## src/hw/scalar_params.svh

```systemverilog
`ifndef SCALAR_PARAMS_SVH
`define SCALAR_PARAMS_SVH

//////////////////////////////
// Datapath
//////////////////////////////

// Scalar data width
`define DATA_W			16

// Register file size and index width
`define REG_NUM			16
`define REG_IDX_W		4

//////////////////////////////
// Program store and fetch
//////////////////////////////

`define IMEM_DEPTH		64
`define ADDR_W			6

// Entries between fetch and execute
`define QUEUE_DEPTH		4

//////////////////////////////
// Instruction word
//////////////////////////////

`define OPCODE_W		4
`define IMM_W			12
`define INSTR_W			24

`endif

```

## src/hw/scalar_pkg.sv

```systemverilog
`include "scalar_params.svh"

package scalar_pkg;

	// Pad bits left over in the register form
	localparam int PAD_W = `INSTR_W - `OPCODE_W - 3 * `REG_IDX_W;

	//////////////////////////////
	// Instruction encoding
	//////////////////////////////

	// Codes not listed here execute as nop
	typedef enum logic [`OPCODE_W-1:0] {
		op_nop	= 0,
		op_add	= 1,
		op_sub	= 2,
		op_and	= 3,
		op_or	= 4,
		op_xor	= 5,
		op_shl	= 6,
		op_addi	= 7,
		op_out	= 8,
		op_halt	= 9
	} opcode_e;

	typedef struct packed {
		opcode_e					opcode;
		logic [`REG_IDX_W-1:0]		dst;
		logic [`REG_IDX_W-1:0]		src1;
		logic [`REG_IDX_W-1:0]		src2;
		logic [PAD_W-1:0]			pad;
	} instr_reg_t;

	typedef struct packed {
		opcode_e					opcode;
		logic [`REG_IDX_W-1:0]		dst;
		logic [`REG_IDX_W-1:0]		src1;
		logic [`IMM_W-1:0]			imm;
	} instr_imm_t;

	// Same word, decoded by opcode
	typedef union packed {
		instr_reg_t					r;
		instr_imm_t					i;
	} instr_u;

	//////////////////////////////
	// Ports and stage tokens
	//////////////////////////////

	typedef struct packed {
		logic						valid;
		instr_u						instr;
	} store_req_t;

	typedef struct packed {
		logic						valid;
		opcode_e					op;
		logic [`REG_IDX_W-1:0]		dst;
		logic [`DATA_W-1:0]			data;
	} wb_t;

	typedef struct packed {
		logic						valid;
		logic [`DATA_W-1:0]			data;
	} scalar_out_t;

endpackage

```

## src/hw/issue_queue.sv

```systemverilog
`timescale 1ns/10ps
`include "scalar_params.svh"

module issue_queue #(
	parameter int DEPTH = `QUEUE_DEPTH
) (
	input	logic					clock,
	input	logic					reset,
	input	logic					push,
	input	scalar_pkg::instr_u		push_instr,
	input	logic					pop,
	output	scalar_pkg::instr_u		head,
	output	logic					full,
	output	logic					empty
);

	localparam int					PTR_W = $clog2(DEPTH);
	localparam logic [PTR_W:0]		FULL_COUNT = (PTR_W + 1)'(DEPTH);

	scalar_pkg::instr_u				mem [DEPTH];

	logic [PTR_W-1:0]				wr_ptr;
	logic [PTR_W-1:0]				rd_ptr;
	logic [PTR_W:0]					count;
	logic							do_push;
	logic							do_pop;

	// A pop frees the slot a full-queue push needs
	assign do_push	= push & (~full | pop);
	assign do_pop	= pop & ~empty;

	assign head		= mem[rd_ptr];
	assign full		= count == FULL_COUNT;
	assign empty	= count == '0;

	always_ff @(posedge clock) begin
		if (do_push) begin
			mem[wr_ptr] <= push_instr;
		end
	end

	// Pointers wrap on their own for power-of-two depths
	always_ff @(posedge clock) begin
		if (reset) begin
			wr_ptr	<= '0;
			rd_ptr	<= '0;
			count	<= '0;
		end else begin
			if (do_push) begin
				wr_ptr	<= wr_ptr + 1'b1;
			end
			if (do_pop) begin
				rd_ptr	<= rd_ptr + 1'b1;
			end
			case ({do_push, do_pop})
				2'b10:		count <= count + 1'b1;
				2'b01:		count <= count - 1'b1;
				default:	count <= count;
			endcase
		end
	end

	assert property (@(posedge clock) disable iff (reset)
		pop |-> !empty);

	assert property (@(posedge clock) disable iff (reset)
		push && full |-> pop);

endmodule

```

## src/hw/program_sequencer.sv

```systemverilog
`timescale 1ns/10ps
`include "scalar_params.svh"

module program_sequencer (
	input	logic					clock,
	input	logic					reset,
	input	scalar_pkg::store_req_t	store,
	input	logic					start,
	input	logic					full,
	output	logic					ack_st,
	output	logic					push,
	output	scalar_pkg::instr_u		push_instr
);

	scalar_pkg::instr_u				imem [`IMEM_DEPTH];

	logic [`ADDR_W-1:0]				store_ptr;
	logic [`ADDR_W-1:0]				pc;
	logic							fetching;
	logic							fetch_halt;

	//////////////////////////////
	// Program store
	//////////////////////////////

	always_ff @(posedge clock) begin
		if (store.valid) begin
			imem[store_ptr] <= store.instr;
		end
	end

	// Store pointer only rewinds on reset
	always_ff @(posedge clock) begin
		if (reset) begin
			store_ptr	<= '0;
			ack_st		<= 1'b0;
		end else begin
			ack_st		<= store.valid;
			if (store.valid) begin
				store_ptr	<= store_ptr + 1'b1;
			end
		end
	end

	//////////////////////////////
	// Fetch
	//////////////////////////////

	// Asynchronous read at the program counter
	assign push_instr	= imem[pc];
	assign push			= fetching & ~full;
	assign fetch_halt	= push_instr.r.opcode == scalar_pkg::op_halt;

	always_ff @(posedge clock) begin
		if (reset) begin
			pc			<= '0;
			fetching	<= 1'b0;
		end else if (start) begin
			pc			<= '0;
			fetching	<= 1'b1;
		end else if (push) begin
			pc			<= pc + 1'b1;
			// Halt is the last word fetched
			if (fetch_halt) begin
				fetching	<= 1'b0;
			end
		end
	end

	// Program is written only while fetch is idle
	assert property (@(posedge clock) disable iff (reset)
		store.valid |-> !fetching);

	// Once halt is pushed, nothing more until a new start
	assert property (@(posedge clock) disable iff (reset)
		push && fetch_halt && !start |=> !push);

endmodule

```

## src/hw/register_file.sv

```systemverilog
`timescale 1ns/10ps
`include "scalar_params.svh"

module register_file (
	input	logic					clock,
	input	logic					reset,
	input	logic					we,
	input	logic [`REG_IDX_W-1:0]	wr_idx,
	input	logic [`DATA_W-1:0]		wr_data,
	input	logic [`REG_IDX_W-1:0]	rd_idx1,
	input	logic [`REG_IDX_W-1:0]	rd_idx2,
	output	logic [`DATA_W-1:0]		rd_data1,
	output	logic [`DATA_W-1:0]		rd_data2
);

	logic [`DATA_W-1:0]				regs [`REG_NUM];

	// r0 is never written
	always_ff @(posedge clock) begin
		if (reset) begin
			regs <= '{default: '0};
		end else if (we && wr_idx != '0) begin
			regs[wr_idx] <= wr_data;
		end
	end

	// Write-through so a dependent read sees this cycle's result
	assign rd_data1 = (rd_idx1 == '0)			? '0 :
					  (we && rd_idx1 == wr_idx)	? wr_data :
												  regs[rd_idx1];

	assign rd_data2 = (rd_idx2 == '0)			? '0 :
					  (we && rd_idx2 == wr_idx)	? wr_data :
												  regs[rd_idx2];

endmodule

```

## src/hw/scalar_core.sv

```systemverilog
`timescale 1ns/10ps
`include "scalar_params.svh"

module scalar_core (
	input	logic						clock,
	input	logic						reset,
	input	logic						en,
	input	scalar_pkg::instr_u			head,
	input	logic						empty,
	output	logic						pop,
	output	scalar_pkg::scalar_out_t	scalar_out,
	output	logic						term
);

	scalar_pkg::wb_t					wb_d;
	scalar_pkg::wb_t					wb_q;

	logic [`DATA_W-1:0]					src1_data;
	logic [`DATA_W-1:0]					src2_data;
	logic [`DATA_W-1:0]					imm_ext;
	logic [`DATA_W-1:0]					alu_result;
	logic								wb_we;

	assign pop = en & ~empty;

	//////////////////////////////
	// Operand read
	//////////////////////////////

	register_file u_regs (
		.clock		(clock),
		.reset		(reset),
		.we			(wb_we),
		.wr_idx		(wb_q.dst),
		.wr_data	(wb_q.data),
		.rd_idx1	(head.r.src1),
		.rd_idx2	(head.r.src2),
		.rd_data1	(src1_data),
		.rd_data2	(src2_data)
	);

	// Immediate view of the same word
	assign imm_ext = {{(`DATA_W - `IMM_W){head.i.imm[`IMM_W-1]}}, head.i.imm};

	//////////////////////////////
	// ALU
	//////////////////////////////

	always_comb begin
		case (head.r.opcode)
			scalar_pkg::op_add:		alu_result = src1_data + src2_data;
			scalar_pkg::op_sub:		alu_result = src1_data - src2_data;
			scalar_pkg::op_and:		alu_result = src1_data & src2_data;
			scalar_pkg::op_or:		alu_result = src1_data | src2_data;
			scalar_pkg::op_xor:		alu_result = src1_data ^ src2_data;
			scalar_pkg::op_shl:		alu_result = src1_data << src2_data[3:0];
			scalar_pkg::op_addi:	alu_result = src1_data + imm_ext;
			scalar_pkg::op_out:		alu_result = src1_data;
			default:				alu_result = '0;
		endcase
	end

	assign wb_d.valid	= pop;
	assign wb_d.op		= head.r.opcode;
	assign wb_d.dst		= head.r.dst;
	assign wb_d.data	= alu_result;

	// Bubble when nothing was popped
	always_ff @(posedge clock) begin
		if (reset) begin
			wb_q <= '0;
		end else if (pop) begin
			wb_q <= wb_d;
		end else begin
			wb_q <= '0;
		end
	end

	//////////////////////////////
	// Write-back
	//////////////////////////////

	// Only ALU ops carry a destination
	assign wb_we = wb_q.valid & (wb_q.op inside {scalar_pkg::op_add, scalar_pkg::op_sub,
		scalar_pkg::op_and, scalar_pkg::op_or, scalar_pkg::op_xor,
		scalar_pkg::op_shl, scalar_pkg::op_addi});

	assign scalar_out.valid	= wb_q.valid & (wb_q.op == scalar_pkg::op_out);
	assign scalar_out.data	= wb_q.data;
	assign term				= wb_q.valid & (wb_q.op == scalar_pkg::op_halt);

	// A popped word must be a stored instruction
	assert property (@(posedge clock) disable iff (reset)
		pop |-> !$isunknown(head));

	// Halt reaches write-back exactly one cycle after its pop
	assert property (@(posedge clock) disable iff (reset)
		pop && head.r.opcode == scalar_pkg::op_halt |=> term);

endmodule

```

## src/hw/scalar_unit.sv

```systemverilog
`timescale 1ns/10ps
`include "scalar_params.svh"

module scalar_unit (
	input	logic						clock,
	input	logic						reset,
	input	scalar_pkg::store_req_t		store,
	output	logic						ack_st,
	input	logic						start,
	input	logic						en,
	output	scalar_pkg::scalar_out_t	scalar_out,
	output	logic						term
);

	logic								push;
	scalar_pkg::instr_u					push_instr;
	logic								full;
	scalar_pkg::instr_u					head;
	logic								empty;
	logic								pop;

	// Fetch side
	program_sequencer u_seq (
		.clock		(clock),
		.reset		(reset),
		.store		(store),
		.start		(start),
		.full		(full),
		.ack_st		(ack_st),
		.push		(push),
		.push_instr	(push_instr)
	);

	issue_queue #(
		.DEPTH		(`QUEUE_DEPTH)
	) u_queue (
		.clock		(clock),
		.reset		(reset),
		.push		(push),
		.push_instr	(push_instr),
		.pop		(pop),
		.head		(head),
		.full		(full),
		.empty		(empty)
	);

	// Execute side
	scalar_core u_core (
		.clock		(clock),
		.reset		(reset),
		.en			(en),
		.head		(head),
		.empty		(empty),
		.pop		(pop),
		.scalar_out	(scalar_out),
		.term		(term)
	);

endmodule

```

## config.mk

```make
export PLATFORM = sky130hd
export DESIGN_NAME = scalar_unit
export DESIGN_NICKNAME = d
export VERILOG_FILES = /design/src/hw/scalar_pkg.sv /design/src/hw/issue_queue.sv /design/src/hw/program_sequencer.sv /design/src/hw/register_file.sv /design/src/hw/scalar_core.sv /design/src/hw/scalar_unit.sv
export VERILOG_INCLUDE_DIRS = /design/src /design/src/hw
export SDC_FILE = /design/constraint.sdc
export NUM_CORES = 2
export LEC_CHECK = 0
export ABC_CLOCK_PERIOD_IN_PS = 6620
export BUFFER_PORTS_ARGS = -buffer_cell sky130_fd_sc_hd__buf_2
export CORE_MARGIN = 3
export CORE_UTILIZATION = 63
export DETAILED_ROUTE_END_ITERATION = 10
export PLACE_DENSITY_LB_ADDON = 0.08
export SYNTH_ARGS = -nofsm -noshare
export SYNTH_HDL_FRONTEND = slang
export SYNTH_SLANG_ARGS = --single-unit
```

## constraint.sdc

```tcl
create_clock -name clock -period 6.62 [get_ports clock]
set_clock_uncertainty 0.1 [all_clocks]
set_input_delay 1.324 -clock clock [delete_from_list [all_inputs] [get_ports clock]]
set_output_delay 1.324 -clock clock [all_outputs]
set_load 0.005 [all_outputs]
```

After elaboration in Yosys (flattened, before gate mapping)
Memory sizes are Yosys's and may differ from the RTL's. A register that Yosys moved wholly into a read port is not among the register bits.
Index checks and enable logic that the tools add are counted.
{"block": "classes", "n_addsub": 9, "n_lt_le_gt_ge": 4, "eq_ne": 23, "n_shift": 1, "mux": 27, "bitwise": 17, "n_reduce_logical": 15}
{"cell": "bitwise mux 256 bit", "n": 1}
{"cell": "2-to-1 mux 16 bit", "n": 9}
{"cell": "binary-select mux 16 bit (select 4 bit)", "n": 2}
{"cell": "one-hot mux 16 bit (8 select lines)", "n": 1}
{"cell": "demux 16 bit (select 4 bit)", "n": 1}
{"cell": "adder 16 bit", "n": 2}
{"cell": "equality test 4 x 3 -> 1 bit (second input constant)", "n": 8}
{"cell": "2-to-1 mux 25 bit", "n": 1}
{"cell": "AND 16 bit", "n": 1}
{"cell": "equality test 4 x 2 -> 1 bit (second input constant)", "n": 4}
{"cell": "equality test 4 bit (second input constant)", "n": 4}
{"cell": "bitwise OR 16 bit", "n": 1}
{"cell": "<< shifter 16 x 4 -> 16 bit", "n": 1}
{"cell": "subtractor 16 bit", "n": 1}
{"cell": "XOR 16 bit", "n": 1}
{"cell": ">= comparator 5 bit (second input constant)", "n": 3}
{"cell": "NOT 4 -> 5 bit", "n": 3}
{"cell": "adder 6 x 1 -> 6 bit (second input constant)", "n": 2}
{"cell": "2-to-1 mux 6 bit", "n": 2}
{"cell": "equality test 4 x 1 -> 1 bit (second input constant)", "n": 2}
{"cell": "equality test 4 bit", "n": 2}
{"cell": "logical NOT 4 bit", "n": 2}
{"cell": "AND 1 bit", "n": 7}
{"cell": "2-to-1 mux 1 bit", "n": 7}
{"cell": "other kinds (18)", "n": 28}
{"block": "totals", "reg_bits": 302, "ramBits": 1632, "inputBits": 29, "word_cells": 125, "mem_count": 2}
{"name": "u_seq.imem", "words": 64, "word_bits": 24, "rd": 1, "rd_clocked_by_memory_dff": 1, "wr": 1, "line": "program_sequencer.sv:15", "text": "scalar_pkg::instr_u imem [`IMEM_DEPTH];"}
{"name": "u_queue.mem", "words": 4, "word_bits": 24, "rd": 1, "rd_clocked_by_memory_dff": 1, "wr": 1, "line": "issue_queue.sv:20", "text": "scalar_pkg::instr_u mem [DEPTH];"}

Depth between registers and ports, before layout
{"block": "logic_depth", "depth_word": 9, "ltp_mapped": 30, "depth_no_buf": 25}

Cells and area by module
From an unflattened synthesis, not the netlist that was laid out.
{"block": "unflattened", "cells_unflattened": 4687, "hier_area_um2": 80480.9}
{"module": "program_sequencer", "n_inst": 1, "cells_per_inst": 2411, "area_each_um2": 59366.9, "seq_area_each_um2": 46524.6}
{"module": "register_file", "n_inst": 1, "cells_per_inst": 1611, "area_each_um2": 13506.7, "seq_area_each_um2": 5124.9}
{"module": "issue_queue", "n_inst": 1, "cells_per_inst": 180, "area_each_um2": 3977.6, "seq_area_each_um2": 3062.9}
{"module": "scalar_core", "n_inst": 1, "cells_per_inst": 485, "area_each_um2": 3629.7, "seq_area_each_um2": 500.5}

Worst setup path after synthesis
No wires, ideal clock.
{"block": "synth_path", "path_kind": "flip-flop to flip-flop", "startpoint": "register with a tool-made name", "endpoint": "register u_core.wb_q, in the netlist u_core.scalar_out[15]", "setup_ns": 0.123, "arrival_time_ns": 5.113, "required_ns": 6.397, "path_slack_ns": 1.284, "path_stages_with_launch": 26, "path_buffers": 3, "period_less_slack_ns": 5.336, "path_cell_list": "dfxtp_1 buf_6 mux4_2 or2_4 nor3_4 and4bb_1 buf_6 a21oi_2 buf_1 ha_1 nand2_1 o21ai_0 a21o_1 ha_1 a21o_1 a21oi_1 o21ai_0 a211oi_1 a211oi_1 o31ai_1 o21ai_0 a31oi_1 nand2b_1 a22oi_1 a21oi_1 nand3_1"}
{"element": "to (signal assigned)", "line": "scalar_core.sv:73", "text": "wb_q <= wb_d;"}
{"element": "to (decl)", "line": "scalar_core.sv:16", "text": "scalar_pkg::wb_t wb_q;"}

==> impl_metrics.csv <==
group,metric,value,unit
timing,layout_setup_ws,0.448,ns
min_path,hold_class,"flop to flop",
power,ir_drop,262,uV
finish,nNetsFinal,4958,
setup_path,rrSetupSlack,0.45,ns
setup_path,cp_cell_sequence,"mux4_4, buf_12, mux2i_1, mux2i_1, a32oi_1, a21oi_1, a21oi_2, nand3_1, nor2_1, nand3_1, xnor2_1, o221ai_1, ha_1, or3_1, o31ai_1, o21ai_0, a31oi_1, nand2b_1, a22oi_1, a21oi_1, nand3_1",
finish,area_delta_synth_final,10.4,%
synth,synthCells,4821,
synth,yosys.area.top_type_share,0.608,
min_path,hold_depth,2,
setup_path,end_kind,"flop",
power,total_power,28.7,mW
clocking,clk_pin_slew,0.06,ns
grt,grt-ovfl-total,0,
drt,num_vias,45300,
power,pwr-share-comb,0.175,
grt,grt_pass1_wl,311,mm
timing,rsz0062_at_grt,"false",
synth,synth_area_leaders,"edfxtp_1 61%, mux4_2 15%, dfxtp_1 7.7%, mux2i_1 4.0%, nand2_1 3.3%",
clocking,htree_levels,4,
setup_path,crit_buf_inv,1,
min_path,holdPathEnd,"u_core.u_regs.regs[46]",
synth,synth_top_flop_cell,"edfxtp_1",
clocking,cts_root_buffer,"clkbuf_16",
outcome,outcome,"finished clean",
timing,clock.fmax,162,MHz
drt,drtIter0Drc,6279,
job,maxCapViolations,0,
clocking,cts_tree,"yes",
placed_design,portBuffers,47,
synth,synth_cell_types,73,
placed_design,dpl_worst_slack,0.642,ns
grt,antenna_found_initial,16,
die,row_count,130,
die,die-area,132000,um^2
die,start_util,0.638,
power,pwr-share-clk,0.357,
setup_path,crit_type,"flop to flop",
synth,avgSynthCellArea,16.7,um^2
drt,avgRoutedWirePerCell,31.9,um
timing,worst_pin_slew,1.25,ns
drt,drc,0,
power,p_leak,28.6,nW
setup_path,required,7.18,ns
power,power_density,323,nW/um^2
setup_path,critPathMaxFanout,79,
clocking,cts.sinks,1942,
power,p_sw,7.77,mW
die,die_w,364,um
clocking,post_cts_buffers,0,
clocking,insertion_delay,0.81,ns
clocking,cts_made_buffers,188,
synth,ys_warn_count,0,
die,core,126000,um^2
finish,layout-drive-gt1-share,0.219,
setup_path,crit_arrival,6.74,ns
synth,ys_seq_area_frac,0.685,
die,io_pins,48,
power,power_frac_seq,0.468,
min_path,hold_path.startpoint,"u_core.u_regs.regs[46]",
timing,period_needed,6.17,ns
drt,wl,213,mm
power,intPower,21.0,mW
timing,finalMaxSlewViolations,0,
grt,grt_pass1_vias,44800,
timing,hold_viol_final,0,
clocking,cts_buffer_depth,3,
drt,routed_via_density,6.78,
grt,grt_max_degree,103,
setup_path,cp_top_family,"compound AO/OA/AOI/OAI gates",
synth,synth.largest_area_cell,"edfxtp_1",
timing,setup_violations,0,
drt,ant_nets,0,
setup_path,crit_path_top_delay_cell,"mux4_4",
power,swShare,0.270,
setup_path,cp_common_cell,"nand3_1",
placed_design,place.gp.congestion,0.972,
placed_design,place_hpwl,124,mm
synth,synthArstFlopShare,0,
synth,synth_edf_count,1632,
grt,grt_use_total,0.329,
timing,relSlewSlack,0.166,
drt,drt_pass1_iterations,6,
synth,syn-cell-area,80600,um^2
die,die_y,364,um
clocking,post_cts_resized,0,
setup_path,start_kind,"flop",
synth,synth_nets,4908,
timing,finalSetupTns,0,ns
timing,finalCritPeriodShare,0.932,
setup_path,r2r_end,"u_core.scalar_out[15]",
finish,fillers,7933,
synth,ys_seq_elements,1942,
clocking,postCtsHoldBufs,0,
setup_path,slowest_delay,0.88,ns
setup_path,r2r.worst_path.cells,21,
[placed cells by master (no fill, tap or decap), types with 12 or more instances in the layout]
| master | instances |
|---|---|
| o21ai_0 | 25 |
| a21oi_1 | 289 |
| clkbuf_1 | 47 |
| nor2_1 | 69 |
| and2_1 | 17 |
| o221ai_1 | 22 |
| a22oi_1 | 26 |
| nor2_2 | 35 |
| dfxtp_1 | 304 |
| buf_12 | 12 |
| clkinv_2 | 27 |
| nor2_4 | 35 |
| nand3_1 | 79 |
| clkbuf_16 | 192 |
| xnor2_1 | 30 |
| buf_4 | 138 |
| xor2_1 | 16 |
| ha_1 | 56 |
| nand4_1 | 22 |
| clkinv_1 | 44 |
| a32oi_1 | 33 |
| mux2i_1 | 324 |
| edfxtp_1 | 1632 |
| mux4_2 | 526 |
| buf_2 | 46 |
| nand2_1 | 709 |
| clkbuf_8 | 12 |
| inv_1 | 46 |
| nor2b_1 | 32 |
[worst min-delay path, delay by kind of cell (launching register included)]
| family | cells | cell delay (ns) |
|---|---|---|
| and+or+nand+nor | 1 | 0.05 |
| DFF | 1 | 0.32 |
| AOI/OAI and AO/OA | 1 | 0.05 |
[power groups by stage]
stage / logic, mW / clock network (mW) / registers, mW
after global routing: 5.37 / 10.9 / 13.4
after detailed placement: 4.93 / 0 / 13.7
final: 5.03 / 10.3 / 13.4
after global placement: 4.90 / 0 / 13.7
after floorplan: 3.48 / 0 / 13.6
after CTS: 4.95 / 10.4 / 13.4
[cells in the mapped netlist (33+ instances only)]
master / number
a21oi_1: 289
a32oi_1: 33
buf_2: 38
clkbuf_1: 233
dfxtp_1: 310
edfxtp_1: 1632
ha_1: 56
inv_1: 46
mux2i_1: 324
mux4_2: 528
nand2_1: 709
nand3_1: 79
nor2_1: 139
[how the worst max path moves through the flow]
| stage | from | end | slack [ns] | cells past startpoint |
|---|---|---|---|---|
| after floorplan | flop | u_core.scalar_out[15] | 1.28 | 25 |
| after global placement | flop | u_core.scalar_out[15] | 0.66 | 24 |
| after detailed placement | flop | u_core.scalar_out[15] | 0.64 | 24 |
| after CTS | flop | u_core.scalar_out[15] | 0.61 | 24 |
| after global routing | flop | u_core.scalar_out[15] | 0.08 | 22 |
| final | flop | u_core.scalar_out[15] | 0.45 | 21 |
[sequential cells by signal, summed over array words and instances, names as in the netlist, named ones only]
| signal | cells |
|---|---|
| u_core.scalar_out | 16 |
| u_seq.store_ptr | 6 |
| u_core.wb_q | 9 |
| u_queue.rd_ptr | 2 |
| u_seq.fetching | 1 |
| u_seq.pc | 6 |
| u_seq.imem | 1536 |
| u_queue.mem | 96 |
| u_queue.count | 3 |
| u_core.u_regs.regs | 256 |
| u_seq.ack_st | 1 |
| u_queue.wr_ptr | 2 |
[final cells by class]
class	count	area (um^2)	share of cell area
diodes	3	7.51	0.0000844
clock inverters	93	768	0.00863
flip-flops and latches	1942	55200	0.621
inverters	52	200	0.00225
well taps	1650	2060	0.0232
multi-input cells	2490	24100	0.270
clock buffers	250	5130	0.0577
repair buffers	197	1520	0.0171
[routing by layer]
layer	track usage	share of wire
met4	0.121	0.039
met1	0.461	0.38
met3	0.0694	0.095
met5	0	0.00039
met2	0.521	0.48
[stage by stage]
step	util	hold slack [ns]	cells	cell area, um^2
2_1_floorplan	-	0.344	4821	80600
3_3_place_gp	0.657	0.354	6331	83100
3_5_place_dp	0.657	0.362	6331	83100
4_1_cts	0.704	0.371	6674	89000
5_1_grt	0.704	0.387	6674	89000
6_report	0.704	0.371	6677	89000
[kinds of logic after synthesis]
logic type / synth area share
flip-flops: 0.685
buffers and inverters: 0.0214
XOR/XNOR: 0.00500
AO/OA/AOI/OAI: 0.0356
AND/OR/NAND/NOR: 0.0550
multiplexers: 0.189
adder cells (fa/ha/maj): 0.00919
Note: power is estimated with default switching activity, not from simulation.
